--- config.mk ---
export PLATFORM = sky130hd
export DESIGN_NAME = keyboard_console
export DESIGN_NICKNAME = d
export VERILOG_FILES = /design/src/rtl/console_pkg.sv /design/src/rtl/ps2_receiver.sv /design/src/rtl/scan_decoder.sv /design/src/rtl/lui_core.sv /design/src/rtl/console_arbiter.sv /design/src/rtl/keyboard_console.sv
export SDC_FILE = /design/constraint.sdc
export NUM_CORES = 1
export LEC_CHECK = 0
export BUFFER_PORTS_ARGS = -buffer_cell sky130_fd_sc_hd__buf_4
export CORE_UTILIZATION = 54
export CTS_CLUSTER_SIZE = 20
export DETAILED_ROUTE_END_ITERATION = 16
export PLACE_DENSITY = 0.76
export SKIP_LAST_GASP = 1
export SLEW_MARGIN = 10
export SYNTH_ARGS = -nofsm -noshare
export SYNTH_HDL_FRONTEND = slang
export SYNTH_SLANG_ARGS = --single-unit
--- constraint.sdc ---
create_clock -name clock_1hz -period 2.6 [get_ports clock_1hz]
set_input_delay 0.78 -clock clock_1hz [delete_from_list [all_inputs] [get_ports clock_1hz]]
set_output_delay 0.78 -clock clock_1hz [all_outputs]
set_load 0.02 [all_outputs]
--- src/dv/program.mem ---
// One 32-bit instruction per line, bytes stored little-endian
// The core swaps each word back before decoding
B78F0400 // lui x31, 'H'
B7523412 // lui x5, 0x12345
13000000 // nop
B79F0600 // lui x31, 'i'
B71F0200 // lui x31, '!'
B3003100 // add x1, x2, x3
37A00500 // lui x0, 'Z'
B7FF0400 // lui x31, 'O'
B7BF0400 // lui x31, 'K'
37AF0700 // lui x30, 'z'
13000000 // nop
13000000 // nop
13000000 // nop
13000000 // nop
13000000 // nop
13000000 // nop

--- src/rtl/console_pkg.sv ---
// ================================================
// Console subsystem shared types and constants
// Character, transmit and state encodings
// ================================================

package console_pkg;

   // ================================================
   // Character transport
   // ================================================

   // Which block produced a character
   typedef enum logic {
      SRC_KEYBOARD = 1'b0,
      SRC_CORE     = 1'b1
   } char_source_e;

   // One character tagged with its source
   typedef struct packed {
      char_source_e source;
      logic [7:0]   data;
   } console_char_t;

   // Character toward the console sink
   typedef struct packed {
      logic          valid;
      console_char_t ch;
   } console_tx_t;

   // ================================================
   // Control encodings
   // ================================================

   // Only LUI does anything, all else is a no-op
   typedef enum logic {
      OP_NOP = 1'b0,
      OP_LUI = 1'b1
   } opcode_e;

   // PS/2 frame receiver states
   typedef enum logic [1:0] {
      RX_IDLE   = 2'd0,
      RX_DATA   = 2'd1,
      RX_PARITY = 2'd2,
      RX_STOP   = 2'd3
   } ps2_state_e;

   // Sink buffer depth and credit counter width
   localparam int CREDITS_MAX = 4;
   localparam int CREDIT_W    = 3;

   // Instruction memory depth and matching pc width
   localparam int INSTR_WORDS = 16;
   localparam int PC_W        = $clog2(INSTR_WORDS);

   // RV32 LUI major opcode
   localparam logic [6:0] LUI_OPCODE = 7'b0110111;

   // LUI writes to x31 go out as characters
   localparam logic [4:0] CHAR_REG = 5'd31;

   // Key release prefix and fallback character
   localparam logic [7:0] BREAK_CODE   = 8'hF0;
   localparam logic [7:0] UNKNOWN_CHAR = 8'h3F;

endpackage

--- src/rtl/ps2_receiver.sv ---
// ================================================
// PS/2 receiver
// Synchronizes the PS/2 lines and checks 11-bit frames
// ================================================
`timescale 1ns/100ps

module ps2_receiver (
   input  logic       clock_1hz,
   input  logic       KEY0,
   input  logic       ps2_clk,
   input  logic       ps2_data,
   output logic [7:0] scan_code,
   output logic       scan_valid
);

   // Two-flop synchronizers, idle level is high
   logic [1:0] clk_sync;
   logic [1:0] data_sync;
   // Previous synchronized clock for edge detection
   logic       clk_prev;
   logic       clk_fall;
   // Frame assembly
   logic [7:0] shift_reg;
   logic [2:0] bit_cnt;
   logic       parity_ok;
   console_pkg::ps2_state_e state;

   // ================================================
   // Synchronizers and falling edge detect
   // ================================================
   always_ff @(posedge clock_1hz or negedge KEY0) begin
      if (!KEY0) begin
         clk_sync  <= 2'b11;
         data_sync <= 2'b11;
         clk_prev  <= 1'b1;
      end else begin
         clk_sync  <= {clk_sync[0], ps2_clk};
         data_sync <= {data_sync[0], ps2_data};
         clk_prev  <= clk_sync[1];
      end
   end

   // Device changes data on rising edge, host samples on falling
   assign clk_fall = clk_prev & ~clk_sync[1];

   // ================================================
   // Frame FSM
   // ================================================
   always_ff @(posedge clock_1hz or negedge KEY0) begin
      if (!KEY0) begin
         state      <= console_pkg::RX_IDLE;
         bit_cnt    <= 3'd0;
         parity_ok  <= 1'b0;
         scan_valid <= 1'b0;
      end else begin
         // Pulse lasts a single cycle
         scan_valid <= 1'b0;
         if (clk_fall) begin
            case (state)
               console_pkg::RX_IDLE: begin
                  // Start bit is low
                  if (!data_sync[1]) begin
                     state   <= console_pkg::RX_DATA;
                     bit_cnt <= 3'd0;
                  end
               end
               console_pkg::RX_DATA: begin
                  bit_cnt <= bit_cnt + 3'd1;
                  if (bit_cnt == 3'd7) begin
                     state <= console_pkg::RX_PARITY;
                  end
               end
               console_pkg::RX_PARITY: begin
                  // Odd parity over data plus parity bit
                  parity_ok <= ^{shift_reg, data_sync[1]};
                  state     <= console_pkg::RX_STOP;
               end
               console_pkg::RX_STOP: begin
                  // Bad stop or parity drops the frame
                  scan_valid <= data_sync[1] & parity_ok;
                  state      <= console_pkg::RX_IDLE;
               end
               default: state <= console_pkg::RX_IDLE;
            endcase
         end
      end
   end

   // Data bits arrive LSB first
   always_ff @(posedge clock_1hz) begin
      if (clk_fall && state == console_pkg::RX_DATA) begin
         shift_reg <= {data_sync[1], shift_reg[7:1]};
      end
   end

   assign scan_code = shift_reg;

endmodule

--- src/rtl/scan_decoder.sv ---
// ================================================
// Scan code decoder
// Drops break sequences, maps digit make codes to ASCII
// ================================================
`timescale 1ns/100ps

module scan_decoder (
   input  logic                      clock_1hz,
   input  logic                      KEY0,
   input  logic [7:0]                scan_code,
   input  logic                      scan_valid,
   output console_pkg::console_char_t kb_char,
   output logic                      kb_valid,
   input  logic                      kb_ready
);

   logic       break_seen;
   logic [7:0] kb_data;
   logic       load;

   // Main row and keypad digits, anything else is unknown
   function automatic logic [7:0] scan_to_ascii(input logic [7:0] code);
      case (code)
         8'h45, 8'h70: scan_to_ascii = "0";
         8'h16, 8'h69: scan_to_ascii = "1";
         8'h1E, 8'h72: scan_to_ascii = "2";
         8'h26, 8'h7A: scan_to_ascii = "3";
         8'h25, 8'h6B: scan_to_ascii = "4";
         8'h2E, 8'h73: scan_to_ascii = "5";
         8'h36, 8'h74: scan_to_ascii = "6";
         8'h3D, 8'h6C: scan_to_ascii = "7";
         8'h3E, 8'h75: scan_to_ascii = "8";
         8'h46, 8'h7D: scan_to_ascii = "9";
         default:      scan_to_ascii = console_pkg::UNKNOWN_CHAR;
      endcase
   endfunction

   // Take a make code only if the holding slot is free or being freed
   assign load = scan_valid && scan_code != console_pkg::BREAK_CODE &&
                 !break_seen && (!kb_valid || kb_ready);

   always_ff @(posedge clock_1hz or negedge KEY0) begin
      if (!KEY0) begin
         break_seen <= 1'b0;
         kb_valid   <= 1'b0;
      end else begin
         // Code after F0 is the released key, swallow it
         if (scan_valid) begin
            break_seen <= (scan_code == console_pkg::BREAK_CODE);
         end
         if (load) begin
            kb_valid <= 1'b1;
         end else if (kb_ready) begin
            kb_valid <= 1'b0;
         end
      end
   end

   always_ff @(posedge clock_1hz) begin
      if (load) begin
         kb_data <= scan_to_ascii(scan_code);
      end
   end

   assign kb_char.source = console_pkg::SRC_KEYBOARD;
   assign kb_char.data   = kb_data;

endmodule

--- src/rtl/lui_core.sv ---
// ================================================
// LUI-only core
// Two-stage fetch/execute, x31 writes become characters
// ================================================
`timescale 1ns/100ps

module lui_core (
   input  logic                      clock_1hz,
   input  logic                      KEY0,
   output console_pkg::console_char_t core_char,
   output logic                      core_valid,
   input  logic                      core_ready,
   output logic [7:0]                led_green,
   output logic [7:0]                led_red,
   output logic                      heartbeat
);

   logic [31:0] imem [console_pkg::INSTR_WORDS];
   logic [31:0] regs [32];
   logic [console_pkg::PC_W-1:0] pc;
   logic [31:0] ir;
   logic [31:0] fetch_word;
   logic [4:0]  rd;
   logic [31:0] imm_u;
   console_pkg::opcode_e op;
   logic        stall;
   logic        emit;

   // Words are stored little-endian
   initial $readmemh("/design/src/dv/program.mem", imem);

   // ================================================
   // Fetch
   // ================================================
   assign fetch_word = {imem[pc][7:0], imem[pc][15:8],
                        imem[pc][23:16], imem[pc][31:24]};

   // Whole pipeline freezes while a character waits
   assign stall = core_valid & ~core_ready;

   always_ff @(posedge clock_1hz or negedge KEY0) begin
      if (!KEY0) begin
         pc <= '0;
         ir <= 32'h0;
      end else if (!stall) begin
         // pc wraps naturally at INSTR_WORDS
         pc <= pc + 1'b1;
         ir <= fetch_word;
      end
   end

   // ================================================
   // Execute
   // ================================================
   assign rd    = ir[11:7];
   assign imm_u = {ir[31:12], 12'h000};

   always_comb begin
      if (ir[6:0] == console_pkg::LUI_OPCODE) begin
         op = console_pkg::OP_LUI;
      end else begin
         op = console_pkg::OP_NOP;
      end
   end

   assign emit = (op == console_pkg::OP_LUI) && (rd == console_pkg::CHAR_REG);

   always_ff @(posedge clock_1hz or negedge KEY0) begin
      if (!KEY0) begin
         for (int i = 0; i < 32; i++) begin
            regs[i] <= 32'h0;
         end
      end else if (!stall && op == console_pkg::OP_LUI && rd != 5'd0) begin
         // x0 is hardwired to zero
         regs[rd] <= imm_u;
      end
   end

   // Character flag and heartbeat
   always_ff @(posedge clock_1hz or negedge KEY0) begin
      if (!KEY0) begin
         core_valid <= 1'b0;
         heartbeat  <= 1'b0;
      end else begin
         heartbeat <= ~heartbeat;
         if (!stall) begin
            core_valid <= emit;
         end
      end
   end

   // x31 holds steady during a stall, so it doubles as character data
   assign core_char.source = console_pkg::SRC_CORE;
   assign core_char.data   = regs[console_pkg::CHAR_REG][19:12];

   assign led_green = ir[7:0];
   assign led_red   = regs[console_pkg::CHAR_REG][19:12];

endmodule

--- src/rtl/console_arbiter.sv ---
// ================================================
// Console arbiter
// Keyboard-first merge with credit flow to the sink
// ================================================
`timescale 1ns/100ps

module console_arbiter (
   input  logic                      clock_1hz,
   input  logic                      KEY0,
   input  console_pkg::console_char_t kb_char,
   input  logic                      kb_valid,
   output logic                      kb_ready,
   input  console_pkg::console_char_t core_char,
   input  logic                      core_valid,
   output logic                      core_ready,
   output console_pkg::console_tx_t  tx,
   input  logic                      credit_return
);

   // Free slots in the sink buffer
   logic [console_pkg::CREDIT_W-1:0] credits;
   logic                             has_credit;
   logic                             send;
   console_pkg::console_char_t       chosen;
   // Output register
   logic                             tx_valid;
   console_pkg::console_char_t       tx_ch;

   // ================================================
   // Source selection
   // ================================================
   assign has_credit = (credits != '0);

   // Keyboard wins a tie, no credit means nobody is accepted
   assign kb_ready   = has_credit & kb_valid;
   assign core_ready = has_credit & core_valid & ~kb_valid;
   assign send       = kb_ready | core_ready;

   always_comb begin
      if (kb_valid) begin
         chosen = kb_char;
      end else begin
         chosen = core_char;
      end
   end

   // ================================================
   // Credit counter
   // ================================================
   always_ff @(posedge clock_1hz or negedge KEY0) begin
      if (!KEY0) begin
         credits <= console_pkg::CREDIT_W'(console_pkg::CREDITS_MAX);
      end else begin
         case ({send, credit_return})
            // Send only
            2'b10: credits <= credits - 1'b1;
            // Return only
            2'b01: credits <= credits + 1'b1;
            // Both or neither leave the count alone
            default: credits <= credits;
         endcase
      end
   end

   // ================================================
   // Output register
   // ================================================
   always_ff @(posedge clock_1hz or negedge KEY0) begin
      if (!KEY0) begin
         tx_valid <= 1'b0;
      end else begin
         // One cycle per accepted character
         tx_valid <= send;
      end
   end

   always_ff @(posedge clock_1hz) begin
      if (send) begin
         tx_ch <= chosen;
      end
   end

   assign tx.valid = tx_valid;
   assign tx.ch    = tx_ch;

endmodule

--- src/rtl/keyboard_console.sv ---
// ================================================
// Keyboard console top level
// PS/2 path and LUI core merged onto one console port
// ================================================
`timescale 1ns/100ps

module keyboard_console (
   input  logic                     clock_1hz,
   input  logic                     KEY0,
   input  logic                     ps2_clk,
   input  logic                     ps2_data,
   output console_pkg::console_tx_t tx,
   input  logic                     credit_return,
   output logic [7:0]               led_green,
   output logic [7:0]               led_red,
   output logic                     heartbeat
);

   // Receiver to decoder
   logic [7:0] scan_code;
   logic       scan_valid;
   // Keyboard character handshake
   console_pkg::console_char_t kb_char;
   logic                       kb_valid;
   logic                       kb_ready;
   // Core character handshake
   console_pkg::console_char_t core_char;
   logic                       core_valid;
   logic                       core_ready;

   ps2_receiver i_ps2_receiver (
      .clock_1hz (clock_1hz),
      .KEY0      (KEY0),
      .ps2_clk   (ps2_clk),
      .ps2_data  (ps2_data),
      .scan_code (scan_code),
      .scan_valid(scan_valid)
   );

   scan_decoder i_scan_decoder (
      .clock_1hz (clock_1hz),
      .KEY0      (KEY0),
      .scan_code (scan_code),
      .scan_valid(scan_valid),
      .kb_char   (kb_char),
      .kb_valid  (kb_valid),
      .kb_ready  (kb_ready)
   );

   lui_core i_lui_core (
      .clock_1hz (clock_1hz),
      .KEY0      (KEY0),
      .core_char (core_char),
      .core_valid(core_valid),
      .core_ready(core_ready),
      .led_green (led_green),
      .led_red   (led_red),
      .heartbeat (heartbeat)
   );

   console_arbiter i_console_arbiter (
      .clock_1hz    (clock_1hz),
      .KEY0         (KEY0),
      .kb_char      (kb_char),
      .kb_valid     (kb_valid),
      .kb_ready     (kb_ready),
      .core_char    (core_char),
      .core_valid   (core_valid),
      .core_ready   (core_ready),
      .tx           (tx),
      .credit_return(credit_return)
   );

endmodule

==> flow_summary.toml <==
[run_status]
status = "finished clean"

[setup_path]
endpoint_kind = "flop"
r2r_end = "i_console_arbiter.credits[2]"
cp-startpoint = "i_console_arbiter.credits[0]"
cp-start-kind = "flop"
r2r-start = "i_console_arbiter.credits[0]"
required_ns = 2.81
path_class = "reg2reg"
ff2ff_path_depth = 8
worstPathArrival_ns = 2.33
reg2reg_slack_ns = 0.48
endpoint = "i_console_arbiter.credits[2]"
crit_fanout = 3

[synthesis]
ys.flop_type = "edfxtp_1"
synth_fa_ha_area_share_pct = 5.14
async_flop_share_pct = 51.4
synthDistinctLibCells = 49
synth_area_per_cell_sq_um = 11.4
synth_compound_area_share_pct = 7.71
synth_top_family_by_area = "simple AND/OR/NAND/NOR gates"
muxShareOfSynthArea_pct = 2.09
synth_area_sq_mm = 0.00209
synth_edf_count = 18
synth.top_cells.by_area = "edfxtp_1, dfrtp_1, buf_4, dfstp_2, ha_1"
synth_xor_area_share_pct = 5.38
synthCells = 183
ys_warn_count = 0
yosysTopAreaCellShare_pct = 25.8
seq_area_frac_synth_pct = 48.9
synth_area_leader_cell = "edfxtp_1"
ys_seq_elements = 37
synth-simple-area-share_pct = 18.5

[sta]
finClkSkew_ns = 0.00470
rsz0062_at_grt = "false"
setup_slack_ns = 0.475
finalHoldViolations = 0
drv_slew = 0
tns_ns = 0
tightest_slew_ns = 0.513
slew_headroom_pct = 65.8
finalSetupViolCount = 0
max_clock_freq_mhz = 471
post-route-period-util_pct = 81.7
timing.final.crit_period_ns = 2.12

[floorplan]
start_util_pct = 56.8
ios = 32
die_x_microns = 64.3
die_h_microns = 64.3
rows = 22
fp.dieArea_sq_mm = 0.00413
fp.coreArea_sq_mm = 0.00369

[placement]
place_congestion = 0.925
io_buffers = 13
dpl.hpwl_microns = 2260
place_ws_ns = 0.491
dp.cells = 232
place_area_sq_mm = 0.00209

[drt]
drt_iter0_drc = 103
routedWlPerCell_microns = 13.3
wl_microns = 3190
ant_nets = 0
drtPass1Iterations = 4
drc = 0
via_count = 1277
post_drt_via_cell_ratio = 5.32

[pwr]
p_leak_nw = 0.891
power-per-cell-area_mw_per_mm2 = 720
vdd.ir_drop.worst_mv = 0.309

[clock_tree]
root_buffer = "clkbuf_8"
clk_latency_ns = 0.29
clock_sinks = 37
htreeDepth = 2
clockBufferDepth = 2
path_clk_slew_ns = 0.07
cts_resized = 0
cts_tree = "done"
numCtsBuffers = 5
cts-hold-fix-buffers = 0
cts_setup_buffers = 0

[global_route]
grt_use_total_pct = 18.0
overflow = 0
antenna_found_initial = 0
grt_pass1_wl_microns = 5540
grt_pass1_vias = 1240
grt_max_degree = 20

[layout]
finalNonFillerCells = 240
diodes = 0
synthToLayoutAreaGrowth_pct = 3.88
final_nets = 204
fin_area_sq_mm = 0.00218
drive_gt1_share_pct = 16.1
layout_common_cells = "conb_1, edfxtp_1, dfrtp_1, buf_4, nand2_1"

[job]
cap_violations = 0

[min_path]
min-delay-path-class = "in2async"
==> routing by layer <==
| layer | GRT usage (%) | share of wire [%] | vias to the layer above |
|---|---|---|---|
| met2 | 30.0 | 50 | 42 |
| met1 | 21.4 | 43 | 607 |
| li1 | - | - | 619 |
| met3 | 5.89 | 5.1 | 9 |
| met4 | 6.67 | 1.9 | 0 |
| met5 | 0 | 0 | - |
==> critical path, cell delays in order (launching register included) <==
cell,delay [ns]
dfrtp_1,0.42
nor3_1,0.28
nand2b_1,0.18
ha_1,0.20
inv_1,0.07
fa_1,0.43
xor2_1,0.15
nor2_1,0.12
xor2_1,0.18
==> worst min path at each step <==
stage	start	cells past startpoint	slack [ns]	end
finish	KEY0	1	0.35	i_ps2_receiver.state[0]
global route	KEY0	1	0.35	i_ps2_receiver.state[0]
CTS	KEY0	1	0.36	i_ps2_receiver.state[0]
detailed placement	i_ps2_receiver.data_sync[0]	0	0.35	i_ps2_receiver.data_sync[1]
global placement	i_ps2_receiver.data_sync[0]	0	0.35	i_ps2_receiver.data_sync[1]
floorplan	i_ps2_receiver.clk_sync[0]	0	0.35	i_ps2_receiver.clk_sync[1]
==> final cells by class <==
| class | instances | area [sq um] |
|---|---|---|
| multi-input cells | 125 | 880 |
| fillers | 311 | 1510 |
| well taps | 48 | 60.1 |
| flip-flops and latches | 37 | 1020 |
| clock inverters | 1 | 5.00 |
| clock buffers | 7 | 76.3 |
| inverters | 9 | 33.8 |
| repair buffers | 13 | 97.6 |
==> Yosys cell counts, types with 2 or more instances <==
| cell type | number |
|---|---|
| a21oi_1 | 4 |
| a32o_1 | 2 |
| and2_1 | 5 |
| and4_1 | 2 |
| buf_2 | 3 |
| buf_4 | 23 |
| buf_6 | 3 |
| dfrtp_1 | 13 |
| dfstp_2 | 6 |
| edfxtp_1 | 18 |
| ha_1 | 7 |
| inv_1 | 9 |
| mux2_2 | 3 |
| nand2_1 | 10 |
| nand2b_1 | 6 |
| nand3_1 | 2 |
| nand3b_1 | 2 |
| nand4b_1 | 6 |
| nor2_1 | 5 |
| nor2b_1 | 5 |
| nor3_1 | 2 |
| nor3b_1 | 2 |
| nor4bb_1 | 4 |
| o21ai_0 | 5 |
| o21ai_1 | 2 |
| or3_1 | 2 |
| xnor2_1 | 6 |
| xor2_1 | 5 |
==> cells by family (layout without fill, tap and decap cells) <==
kind of cell    count (synthesis)  count (layout)
other cells                     1              18
simple gates                   60              60
xor+xnor                       12              12
compound gates                 23              23
fa+ha+maj                       8               8
buf+inv                        38              30
flops                          37              37
mux                             4               4
==> through the flow <==
stage	power [mW]	hold WS, ns	utilization [%]
2_1_floorplan	1.14	0.345	-
3_3_place_gp	1.16	0.346	56.8
3_5_place_dp	1.20	0.347	56.8
4_1_cts	1.58	0.356	59.0
5_1_grt	1.67	0.354	59.0
6_report	1.57	0.350	59.0
==> state kept, by name (all words and copies together) (netlist names), 2 cells and up <==
signal,count
i_console_arbiter.credits,3
i_console_arbiter.tx,6
i_ps2_receiver.bit_cnt,3
i_ps2_receiver.clk_sync,2
i_ps2_receiver.data_sync,2
i_ps2_receiver.scan_code,8
i_ps2_receiver.state,2
i_scan_decoder.kb_data,4
==> power breakdown <==
group | total, mW | switching (mW) | internal, mW
Clock | 0.373 | 0.186 | 0.188
Sequential | 0.828 | 0.103 | 0.725
Combinational | 0.364 | 0.192 | 0.173
Total | 1.57 | 0.480 | 1.09
No activity file was read; power rests on OpenSTA's default activity.
